[config.mk]
export PLATFORM = sky130hd
export DESIGN_NAME = io_fabric_top
export DESIGN_NICKNAME = d
export VERILOG_FILES = /design/src/source/io_pkg.sv /design/src/source/io_fabric_top.sv /design/src/source/sys_timebase.sv /design/src/source/irq_ctrl.sv /design/src/source/gpio_regs.sv /design/src/source/io_addr_decode.sv /design/src/source/io_bus_fsm.sv
export SDC_FILE = /design/constraint.sdc
export NUM_CORES = 1
export LEC_CHECK = 0
export BUFFER_PORTS_ARGS = -buffer_cell sky130_fd_sc_hd__clkbuf_2
export CELL_PAD_IN_SITES_DETAIL_PLACEMENT = 0
export CELL_PAD_IN_SITES_GLOBAL_PLACEMENT = 1
export CORE_MARGIN = 3
export CORE_UTILIZATION = 40
export CTS_CLUSTER_SIZE = 10
export DETAILED_ROUTE_END_ITERATION = 16
export GPL_ROUTABILITY_DRIVEN = 0
export GPL_TIMING_DRIVEN = 0
export MAX_ROUTING_LAYER = met4
export PLACE_DENSITY = 0.85
export SYNTH_ARGS = -nofsm -noshare
export SYNTH_HDL_FRONTEND = slang
export SYNTH_HIERARCHICAL = 1
export SYNTH_SLANG_ARGS = --single-unit
[constraint.sdc]
create_clock -name clk -period 5.4 [get_ports clk]
set_input_delay 1.08 -clock clk [delete_from_list [all_inputs] [get_ports clk]]
set_output_delay 1.08 -clock clk [all_outputs]
set_load 0.005 [all_outputs]
[src/source/io_pkg.sv]
// I/O fabric shared definitions: bus widths, request struct, enums and address map
package io_pkg;

  localparam int ADDR_W = 21;  // Bit 20 flags I/O space, 19:0 byte address
  localparam int DATA_W = 32;
  localparam int STRB_W = DATA_W / 8;
  localparam int REG_W  = 16;  // Peripheral registers sit in the low half-word
  localparam int IRQ_N  = 8;

  typedef logic [ADDR_W-1:0] addr_t;
  typedef logic [DATA_W-1:0] data_t;
  typedef logic [STRB_W-1:0] strb_t;

  // Single-cycle request from the bus FSM to the targets
  typedef struct packed {
    logic  valid;
    logic  write;
    addr_t addr;
    data_t wdata;
    strb_t wstrb;
  } io_req_t;

  typedef enum logic [1:0] {
    TGT_GPIO,
    TGT_IRQ,
    TGT_DEFAULT
  } tgt_sel_t;

  typedef enum logic [1:0] {
    ST_IDLE,
    ST_ACCESS,
    ST_RESP
  } bus_state_t;

  localparam data_t IACK_VEC_BASE = 32'd8;          // Vector = base + source number
  localparam data_t DEFAULT_RDATA = 32'h0000_ffff;  // Unmapped reads

  // Region match is (addr & MASK) == BASE
  localparam addr_t GPIO_BASE = 21'h10f100;  // io 0xf100 - 0xf107
  localparam addr_t GPIO_MASK = 21'h1ffff8;
  localparam addr_t IRQ_BASE  = 21'h100020;  // io 0x0020 - 0x0027
  localparam addr_t IRQ_MASK  = 21'h1ffff8;

endpackage
[src/source/io_fabric_top.sv]
`timescale 1ns/1ps
// I/O fabric top: AXI4-Lite slave, address switch, GPIO, interrupt controller and timebase
module io_fabric_top import io_pkg::*; #(
  parameter int    RST_HOLD    = 16,
  parameter int    TICK_PERIOD = 200,
  parameter addr_t GPIO_BASE   = io_pkg::GPIO_BASE,
  parameter addr_t GPIO_MASK   = io_pkg::GPIO_MASK,
  parameter addr_t IRQ_BASE    = io_pkg::IRQ_BASE,
  parameter addr_t IRQ_MASK    = io_pkg::IRQ_MASK
) (
  input  logic             clk,
  input  logic             rst_lck,
  input  addr_t            awaddr_i,
  input  logic             awvalid_i,
  output logic             awready_o,
  input  data_t            wdata_i,
  input  strb_t            wstrb_i,
  input  logic             wvalid_i,
  output logic             wready_o,
  output logic [1:0]       bresp_o,
  output logic             bvalid_o,
  input  logic             bready_i,
  input  addr_t            araddr_i,
  input  logic             arvalid_i,
  output logic             arready_o,
  output data_t            rdata_o,
  output logic [1:0]       rresp_o,
  output logic             rvalid_o,
  input  logic             rready_i,
  input  logic [REG_W-1:0] sw_i,
  output logic [REG_W-1:0] leds_o,
  input  logic [IRQ_N-1:1] irq_i,
  output logic             intr_o
);

  logic    sys_rst_n;
  logic    timer_tick;
  io_req_t req;
  data_t   bus_rdata;
  logic    gpio_sel;
  logic    irq_sel;
  data_t   gpio_rdata;
  data_t   irq_rdata;

  sys_timebase #(
    .RST_HOLD    (RST_HOLD),
    .TICK_PERIOD (TICK_PERIOD)
  ) u_timebase (
    .clk          (clk),
    .rst_lck      (rst_lck),
    .sys_rst_n_o  (sys_rst_n),
    .timer_tick_o (timer_tick)
  );

  io_bus_fsm u_bus (
    .clk         (clk),
    .sys_rst_n_i (sys_rst_n),
    .awaddr_i    (awaddr_i),
    .awvalid_i   (awvalid_i),
    .awready_o   (awready_o),
    .wdata_i     (wdata_i),
    .wstrb_i     (wstrb_i),
    .wvalid_i    (wvalid_i),
    .wready_o    (wready_o),
    .bresp_o     (bresp_o),
    .bvalid_o    (bvalid_o),
    .bready_i    (bready_i),
    .araddr_i    (araddr_i),
    .arvalid_i   (arvalid_i),
    .arready_o   (arready_o),
    .rdata_o     (rdata_o),
    .rresp_o     (rresp_o),
    .rvalid_o    (rvalid_o),
    .rready_i    (rready_i),
    .req_o       (req),
    .rdata_i     (bus_rdata)
  );

  io_addr_decode #(
    .GPIO_BASE (GPIO_BASE),
    .GPIO_MASK (GPIO_MASK),
    .IRQ_BASE  (IRQ_BASE),
    .IRQ_MASK  (IRQ_MASK)
  ) u_decode (
    .req_i        (req),
    .gpio_sel_o   (gpio_sel),
    .irq_sel_o    (irq_sel),
    .gpio_rdata_i (gpio_rdata),
    .irq_rdata_i  (irq_rdata),
    .rdata_o      (bus_rdata)
  );

  gpio_regs u_gpio (
    .clk         (clk),
    .sys_rst_n_i (sys_rst_n),
    .req_i       (req),
    .sel_i       (gpio_sel),
    .rdata_o     (gpio_rdata),
    .leds_o      (leds_o),
    .sw_i        (sw_i)
  );

  // Timer owns source 0, the rest come from outside
  irq_ctrl u_irq (
    .clk         (clk),
    .sys_rst_n_i (sys_rst_n),
    .req_i       (req),
    .sel_i       (irq_sel),
    .rdata_o     (irq_rdata),
    .irq_src_i   ({irq_i, timer_tick}),
    .intr_o      (intr_o)
  );

endmodule

[src/source/sys_timebase.sv]
`timescale 1ns/1ps
// Reset stretcher after rst_lck release, plus the periodic timer tick
module sys_timebase #(
  parameter int RST_HOLD    = 16,
  parameter int TICK_PERIOD = 200
) (
  input  logic clk,
  input  logic rst_lck,
  output logic sys_rst_n_o,
  output logic timer_tick_o
);

  localparam int RW = $clog2(RST_HOLD + 1);
  localparam int TW = $clog2(TICK_PERIOD);

  logic [RW-1:0] hold_q;
  logic [TW-1:0] tick_cnt_q;
  logic          tick_wrap;

  // Down-counter reloads while rst_lck is low
  always_ff @(posedge clk) begin
    if (!rst_lck) begin
      hold_q      <= RW'(RST_HOLD);
      sys_rst_n_o <= 1'b0;
    end else begin
      if (hold_q != '0) hold_q <= hold_q - 1'b1;
      sys_rst_n_o <= (hold_q <= RW'(1));  // Low for RST_HOLD cycles after release
    end
  end

  assign tick_wrap = (tick_cnt_q == TW'(TICK_PERIOD - 1));

  // Free-running period counter, first tick TICK_PERIOD cycles after release
  always_ff @(posedge clk) begin
    if (!sys_rst_n_o) begin
      tick_cnt_q   <= '0;
      timer_tick_o <= 1'b0;
    end else begin
      timer_tick_o <= tick_wrap;
      tick_cnt_q   <= tick_wrap ? '0 : tick_cnt_q + 1'b1;
    end
  end

endmodule

[src/source/irq_ctrl.sv]
`timescale 1ns/1ps
// Simple interrupt controller: edge-latched pending bits, mask and acknowledge vector
module irq_ctrl import io_pkg::*; (
  input  logic             clk,
  input  logic             sys_rst_n_i,
  input  io_req_t          req_i,
  input  logic             sel_i,
  output data_t            rdata_o,
  input  logic [IRQ_N-1:0] irq_src_i,
  output logic             intr_o
);

  localparam int IDX_W = $clog2(IRQ_N);

  logic [IRQ_N-1:0] src_q;
  logic [IRQ_N-1:0] pend_q;
  logic [IRQ_N-1:0] mask_q;   // 1 = masked
  logic [IRQ_N-1:0] rise;
  logic [IRQ_N-1:0] elig;
  logic [IRQ_N-1:0] clr_vec;
  logic [IDX_W-1:0] pick;
  logic             found;
  logic             ack_rd;
  logic             mask_we;

  assign rise = irq_src_i & ~src_q;
  assign elig = pend_q & ~mask_q;

  // Lowest-numbered eligible source wins
  always_comb begin
    found = 1'b0;
    pick  = '0;
    for (int i = IRQ_N - 1; i >= 0; i--) begin
      if (elig[i]) begin
        found = 1'b1;
        pick  = IDX_W'(i);
      end
    end
  end

  assign ack_rd  = req_i.valid && sel_i && !req_i.write && !req_i.addr[2];
  assign mask_we = req_i.valid && sel_i && req_i.write && req_i.addr[2] && req_i.wstrb[0];
  assign clr_vec = (ack_rd && found) ? (IRQ_N'(1) << pick) : '0;

  always_comb begin
    if (req_i.addr[2]) begin
      rdata_o = data_t'(mask_q);
    end else if (found) begin
      rdata_o = IACK_VEC_BASE + data_t'(pick);
    end else begin
      rdata_o = '0;  // Nothing to acknowledge
    end
  end

  always_ff @(posedge clk) begin
    src_q <= irq_src_i;
  end

  always_ff @(posedge clk) begin
    if (!sys_rst_n_i) begin
      pend_q <= '0;
      mask_q <= '1;
      intr_o <= 1'b0;
    end else begin
      pend_q <= (pend_q & ~clr_vec) | rise;  // A new edge beats the clear
      if (mask_we) mask_q <= req_i.wdata[IRQ_N-1:0];
      intr_o <= |elig;
    end
  end

  // Masked sources stay pending through any acknowledge
  a_masked_stay: assert property (@(posedge clk) disable iff (!sys_rst_n_i)
    (|(pend_q & mask_q)) |=>
      ((pend_q & $past(pend_q & mask_q)) == $past(pend_q & mask_q)));

endmodule

[src/source/gpio_regs.sv]
`timescale 1ns/1ps
// LED output register and synchronized switch inputs
module gpio_regs import io_pkg::*; (
  input  logic             clk,
  input  logic             sys_rst_n_i,
  input  io_req_t          req_i,
  input  logic             sel_i,
  output data_t            rdata_o,
  output logic [REG_W-1:0] leds_o,
  input  logic [REG_W-1:0] sw_i
);

  logic [REG_W-1:0] leds_q;
  logic [REG_W-1:0] sw_meta_q;
  logic [REG_W-1:0] sw_sync_q;
  logic             led_we;

  // Word 0 is the LEDs, word 1 the switches
  assign led_we = req_i.valid && sel_i && req_i.write && !req_i.addr[2];

  always_ff @(posedge clk) begin
    if (!sys_rst_n_i) begin
      leds_q <= '0;
    end else if (led_we) begin
      for (int b = 0; b < REG_W / 8; b++) begin
        if (req_i.wstrb[b]) leds_q[b*8 +: 8] <= req_i.wdata[b*8 +: 8];
      end
    end
  end

  // Two-flop synchronizer for the board switches
  always_ff @(posedge clk) begin
    sw_meta_q <= sw_i;
    sw_sync_q <= sw_meta_q;
  end

  assign rdata_o = data_t'(req_i.addr[2] ? sw_sync_q : leds_q);  // Upper half reads zero
  assign leds_o  = leds_q;

endmodule

[src/source/io_addr_decode.sv]
`timescale 1ns/1ps
// Mask-and-match address switch with a default target and the read data mux
module io_addr_decode import io_pkg::*; #(
  parameter addr_t GPIO_BASE = io_pkg::GPIO_BASE,
  parameter addr_t GPIO_MASK = io_pkg::GPIO_MASK,
  parameter addr_t IRQ_BASE  = io_pkg::IRQ_BASE,
  parameter addr_t IRQ_MASK  = io_pkg::IRQ_MASK
) (
  input  io_req_t req_i,
  output logic    gpio_sel_o,
  output logic    irq_sel_o,
  input  data_t   gpio_rdata_i,
  input  data_t   irq_rdata_i,
  output data_t   rdata_o
);

  tgt_sel_t tgt;

  always_comb begin
    if ((req_i.addr & GPIO_MASK) == GPIO_BASE) begin
      tgt = TGT_GPIO;
    end else if ((req_i.addr & IRQ_MASK) == IRQ_BASE) begin
      tgt = TGT_IRQ;
    end else begin
      tgt = TGT_DEFAULT;  // Anything unmapped
    end
  end

  assign gpio_sel_o = req_i.valid && (tgt == TGT_GPIO);
  assign irq_sel_o  = req_i.valid && (tgt == TGT_IRQ);

  // Default target ignores writes and reads back a fixed pattern
  always_comb begin
    case (tgt)
      TGT_GPIO: rdata_o = gpio_rdata_i;
      TGT_IRQ:  rdata_o = irq_rdata_i;
      default:  rdata_o = DEFAULT_RDATA;
    endcase
  end

  // Disjoint regions guarantee at most one select for any address
  initial begin
    a_no_overlap: assert (((GPIO_BASE ^ IRQ_BASE) & GPIO_MASK & IRQ_MASK) != '0)
      else $error("io_addr_decode: GPIO and IRQ regions overlap");
  end

endmodule

[src/source/io_bus_fsm.sv]
`timescale 1ns/1ps
// AXI4-Lite slave front end turning one access at a time into a single-cycle request
module io_bus_fsm import io_pkg::*; (
  input  logic       clk,
  input  logic       sys_rst_n_i,
  input  addr_t      awaddr_i,
  input  logic       awvalid_i,
  output logic       awready_o,
  input  data_t      wdata_i,
  input  strb_t      wstrb_i,
  input  logic       wvalid_i,
  output logic       wready_o,
  output logic [1:0] bresp_o,
  output logic       bvalid_o,
  input  logic       bready_i,
  input  addr_t      araddr_i,
  input  logic       arvalid_i,
  output logic       arready_o,
  output data_t      rdata_o,
  output logic [1:0] rresp_o,
  output logic       rvalid_o,
  input  logic       rready_i,
  output io_req_t    req_o,
  input  data_t      rdata_i
);

  localparam logic [1:0] RESP_OKAY = 2'b00;

  bus_state_t state_q;
  logic       write_q;
  addr_t      addr_q;
  data_t      wdata_q;
  strb_t      wstrb_q;
  data_t      rdata_q;
  logic       wr_acc;
  logic       rd_acc;
  logic       resp_done;

  // Writes need both channels and win over a pending read
  assign wr_acc = sys_rst_n_i && (state_q == ST_IDLE) && awvalid_i && wvalid_i;
  assign rd_acc = sys_rst_n_i && (state_q == ST_IDLE) && arvalid_i && !(awvalid_i || wvalid_i);

  assign awready_o = wr_acc;
  assign wready_o  = wr_acc;
  assign arready_o = rd_acc;

  assign bvalid_o  = (state_q == ST_RESP) && write_q;
  assign rvalid_o  = (state_q == ST_RESP) && !write_q;
  assign bresp_o   = RESP_OKAY;
  assign rresp_o   = RESP_OKAY;
  assign rdata_o   = rdata_q;
  assign resp_done = (bvalid_o && bready_i) || (rvalid_o && rready_i);

  always_comb begin
    req_o.valid = (state_q == ST_ACCESS);
    req_o.write = write_q;
    req_o.addr  = addr_q;
    req_o.wdata = wdata_q;
    req_o.wstrb = wstrb_q;
  end

  always_ff @(posedge clk) begin
    if (!sys_rst_n_i) begin
      state_q  <= ST_IDLE;
      write_q  <= 1'b0;
    end else begin
      case (state_q)
        ST_IDLE: begin
          if (wr_acc) begin
            write_q <= 1'b1;
            state_q <= ST_ACCESS;
          end else if (rd_acc) begin
            write_q <= 1'b0;
            state_q <= ST_ACCESS;
          end
        end
        ST_ACCESS: state_q <= ST_RESP;
        ST_RESP:   if (resp_done) state_q <= ST_IDLE;  // Hold until the master takes it
        default:   state_q <= ST_IDLE;
      endcase
    end
  end

  // Captured address and data, plus the read result latched on leaving ST_ACCESS
  always_ff @(posedge clk) begin
    if (wr_acc) begin
      addr_q  <= awaddr_i;
      wdata_q <= wdata_i;
      wstrb_q <= wstrb_i;
    end else if (rd_acc) begin
      addr_q  <= araddr_i;
      wstrb_q <= '0;
    end
    if ((state_q == ST_ACCESS) && !write_q) rdata_q <= rdata_i;
  end

  // Accepted write issues its request next cycle and answers on B one cycle later
  a_wr_latency: assert property (@(posedge clk) disable iff (!sys_rst_n_i)
    awready_o |=> (req_o.valid && req_o.write) ##1 (bvalid_o && !rvalid_o));

  // Same two-cycle path for reads, answered on R
  a_rd_latency: assert property (@(posedge clk) disable iff (!sys_rst_n_i)
    arready_o |=> (req_o.valid && !req_o.write) ##1 (rvalid_o && !bvalid_o));

  // A stalled read response keeps its data and blocks new addresses
  a_resp_hold: assert property (@(posedge clk) disable iff (!sys_rst_n_i)
    (rvalid_o && !rready_i) |=> rvalid_o && $stable(rdata_o) && !arready_o && !awready_o);

endmodule

* Word level (Yosys, flattened, before mapping)
Cells that the tools add are included.
** Storage, ports and cells
- Register bits :: 162
- Bits in latches :: 0
- Memory bits (writable) :: 0
- Bits in read-only memories :: 0
- Output and inout bits :: 58
- Memories kept :: 0
** Operators by class
- Add/subtract/negate cells :: 3
- $mul :: 0
- Divide/modulo/power cells :: 0
- Magnitude comparators :: 1
- Equal/unequal tests :: 8
- Shift-type cells :: 1
- Muxes and demuxes :: 33
- Bitwise logic cells :: 8
- Reduce and logical (&&, ||, !) cells :: 37
** Operators with widths (count)
- 32-bit two-way mux :: 2
- 32-bit one-hot mux with 2 select lines :: 1
- 21-bit two-way mux :: 2
- 18-bit == test (second input constant) :: 2
- 8-bit bitwise AND :: 3
- 3-bit two-way mux :: 8
- 8-bit inverter :: 3
- 1-bit logical AND :: 22
- 16-bit two-way mux :: 1
- 2-bit two-way mux :: 7
- 1-bit two-way mux :: 10
- 8-bit by 1-bit adder with 8-bit output (second input constant) :: 1
- 8-bit == test (second input constant) :: 1
- 8-bit two-way mux :: 1
- 8-bit OR :: 1
- 2-bit AND reduction :: 4
- 8-bit OR reduction :: 1
- 1-bit by 3-bit << shifter with 8-bit output (first input constant) :: 1
- 2-bit one-hot mux with 3 select lines :: 1
- 4-bit by 3-bit adder with 5-bit output (first input constant) :: 1
- 5-bit by 1-bit <= comparator with 1-bit output (second input constant) :: 1
- 5-bit nonzero test :: 1
- 5-bit by 1-bit subtractor with 5-bit output (second input constant) :: 1
- 2-bit by 1-bit == test with 1-bit output (second input constant) :: 2
- other kinds (9) :: 13

* Logic depth before layout (Yosys ltp)
- Word-level depth :: 15
- Gate-level depth with buffers :: 8
- Gate-level depth less buffers :: 6

* Cells and area by module
The synthesis kept the hierarchy.
** Modules (own cells, without submodules)
- io_bus_fsm :: instances 1, cells an instance 144, area an instance 3263.1 um^2
- gpio_regs :: instances 1, cells an instance 139, area an instance 1622.8 um^2
- irq_ctrl :: instances 1, cells an instance 140, area an instance 1268.7 um^2
- io_addr_decode :: instances 1, cells an instance 128, area an instance 779.5 um^2
- sys_timebase :: instances 1, cells an instance 68, area an instance 643.1 um^2

* Least setup slack after synthesis
No wires, ideal clock.
- Path kind :: in2reg
- Start point :: input port wvalid_i
- End point :: register u_bus.addr_q[0], enable pin
- Setup time :: 0.415 ns
- Arrival time :: 2.785 ns
- Required time :: 4.985 ns
- Setup slack :: 2.200 ns
- Cell stages on the path :: 3
- Buffers on the path :: 0
- Path through :: nand2b_1 > or2_2 > a21oi_1
** On the way
- Cells in the longest elaborated chain, start to end :: 4
** Ends and longest elaborated chain
- start: declaration :: RTL line io_fabric_top.sv:18 : input logic wvalid_i,
- 1-bit logical OR :: RTL line io_bus_fsm.sv:41 : assign rd_acc = sys_rst_n_i && (state_q == ST_IDLE) && arvalid_i && !(awvalid_i || wvalid_i);
- 1-bit zero test :: RTL line io_bus_fsm.sv:41
- 1-bit logical AND :: RTL line io_bus_fsm.sv:41
- 2-bit nonzero test (no line) *
- end signal: assignment :: RTL line io_bus_fsm.sv:87 : addr_q <= awaddr_i;
- end signal: assignment :: RTL line io_bus_fsm.sv:91 : addr_q <= araddr_i;
- end: declaration :: RTL line io_bus_fsm.sv:31 : addr_t addr_q;
Every way passes the cells marked *; elsewhere a longest branch is shown, timed or not.
A chain may end at the register's enable or synchronous reset.

* Worst setup path in the final report
- Start point :: register u_timebase.sys_rst_n_o
- End point :: output port wready_o
** On the way
- Cells in the longest elaborated chain, start to end :: 3
** Ends and longest elaborated chain
- start: declaration :: RTL line sys_timebase.sv:9 : output logic sys_rst_n_o,
- start signal: assignment :: RTL line sys_timebase.sv:27 : sys_rst_n_o <= (hold_q <= RW'(1));
- 1-bit logical AND (3 in a row) :: RTL line io_bus_fsm.sv:40 : assign wr_acc = sys_rst_n_i && (state_q == ST_IDLE) && awvalid_i && wvalid_i;
- end: declaration :: RTL line io_fabric_top.sv:19 : output logic wready_o,
Every way passes these cells.

==> metrics <==
Slew HR=48.7%; type of element capturing the critical path=primary output; Die Width=138 µm; vias after detailed routing=4712; starting utilization of the core area=41.4%; post-detailed-routing wire length=14.8 mm; clock-pin slew on the worst setup and hold paths=0.06 ns; unrepaired setup endpoints after global routing=false; number of failing hold endpoints at the final stage=0; type of the setup path with the least slack=flip-flop to primary output; min cycle time layout=3.56 ns; Resized cells post-CTS=0; number of hold buffers added after cts=0; static power due to leakage=3.61 nW; CTS tree=done; sum of negative setup slack=0 ns; critical-path maximum fanout=25; count of buffers from port buffering=139; Crit path arrival time=2.48 ns; boundary pin count=166; fraction of final layout cells sized beyond drive strength 1=36.1%; number of fill cells=1542; Die Area=0.0190 mm²; post-layout instance area=0.00871 mm²; worst clock skew=0.00678 ns; gate count after technology mapping=595; first-iteration detailed-routing DRC count=188; synthesized area per cell=11.7 µm²; DRC viols=0; clock root buffer=sky130_fd_sc_hd__clkbuf_16; half-perimeter wire length after placement=11.4 mm; count of pins over their slew limit=0; nets=908; worst endpoint required time=4.32 ns; Max IR drop VDD=0.217 mV; vias in the first global route=4593; GRT Overall Usage=17.2%; drt pass-1 iters=4; placed cell area=0.00811 mm²; die span in y=138 µm; Worst Tran Pin Value=0.766 ns; remaining antenna violation count=0; routed wire length per instance=14.4 µm; outcome=finished, final reports clean; number of antenna violations at the first check in global routing=0; maximum number of pins on one net before global-route repair=26; antenna fix cells=0; number of levels the H-tree was split into=4; wire length of the first global-routing pass=23.8 mm; Max-Cap Viols=0; GRT Residual Overflow=0; power density relative to cell area=328 mW/mm²; vias per inst=4.58; # Post-CTS Setup Buffers=0; setup violation total in the final timing report=0; Max Clock Freq=281 MHz; Sinks on Clock Net=160; overall power consumption=2.86 mW; synth warn=6; Post-Synthesis Cell Area=0.00693 mm²; class of the tightest hold or removal check=flip-flop to flip-flop; insertion delay to the later sink of the worst-skew pair=0.42 ns; startpoint types=flip-flop; area grow syn2layout=25.6%; std cell rows=47; Period Utilization, post-route=65.9%; deepest clock path buffer count=2; core box area=0.0168 mm²; CTS buffer count=17
[routing by layer]
layer  GRT usage [%]  wire length [µm]
met4            6.10               202
met1            21.9              6650
met5               -                 0
met2            25.5              6700
met3            5.77              1270
[placed cells by master (no fill, tap or decap), drive strengths merged, types with 4 or more instances in the layout]
master,count
a21oi,21
a31oi,7
and2,10
buf,62
bufinv,4
clkbuf,173
clkinv,6
conb,44
dfxtp,91
edfxtp,69
ha,4
inv,4
mux2,38
mux2i,25
nand2,54
nand2b,17
nand3,25
nand4,18
nor2,16
nor2b,9
nor3,39
nor3b,4
o21ai,9
o21bai,16
xnor2,4
[report_power, final]
| group | leakage, nW | total [mW] | switching, mW | internal, mW |
|---|---|---|---|---|
| registers | 1.33 | 1.37 | 0.0436 | 1.32 |
| logic | 1.99 | 0.267 | 0.127 | 0.140 |
| clock network | 0.285 | 1.22 | 0.459 | 0.765 |
| total | 3.61 | 2.86 | 0.630 | 2.23 |
[flip-flops by register name, indices dropped and copies added, names as in the netlist, 2 cells and up]
name,cells
u_bus/addr_q,19
u_bus/rdata_o,32
u_bus/state_q,2
u_bus/wdata_q,16
u_bus/wstrb_q,2
u_gpio/leds_o,16
u_gpio/sw_meta_q,16
u_gpio/sw_sync_q,16
u_irq/mask_q,8
u_irq/pend_q,8
u_irq/src_q,8
u_timebase/hold_q,5
u_timebase/tick_cnt_q,8
[worst max-delay path, cell delays in order, from the launching register on]
cell and delay [ns]:
sky130_fd_sc_hd__dfxtp_1 0.81, sky130_fd_sc_hd__or3b_1 0.43, sky130_fd_sc_hd__buf_6 0.15, sky130_fd_sc_hd__nor2_8 0.21
sky130_fd_sc_hd__buf_12 0.22, sky130_fd_sc_hd__buf_4 0.13, sky130_fd_sc_hd__clkbuf_2 0.09
[worst paths after layout]
path / to / slack [ns] / cells after the start / from
hold reg to reg: u_gpio/sw_sync_q[2] / 0.32 / 0 / u_gpio/sw_meta_q[2]
setup reg to reg: u_irq/mask_q[0] / 2.72 / 8 / u_bus/addr_q[13]
hold / removal: u_gpio/sw_sync_q[2] / 0.32 / 0 / u_gpio/sw_meta_q[2]
setup / recovery: wready_o / 1.84 / 6 / u_timebase/sys_rst_n_o
[per-stage QoR]
stage / hold WS [ns] / setup slack, ns / util, % / instances
floorplan: 0.310 / 2.40 / - / 636
global placement: 0.311 / 1.97 / 48.1 / 995
detailed placement: 0.312 / 2.24 / 48.4 / 997
CTS: 0.325 / 1.77 / 52.0 / 1029
global route: 0.332 / 1.66 / 52.0 / 1029
finish: 0.325 / 1.84 / 52.0 / 1029
[layout make-up]
class | count | area (µm²) | area share, %
sequential | 160 | 3890 | 44.7
timing repair buffer | 141 | 738 | 8.48
tap | 220 | 275 | 3.16
clock buffer | 19 | 433 | 4.97
multi-input combinational | 397 | 2650 | 30.5
clock inverter | 13 | 169 | 1.94
buffer | 75 | 532 | 6.11
inverter | 4 | 15.0 | 0.172
(Power assumes the default switching activity.)
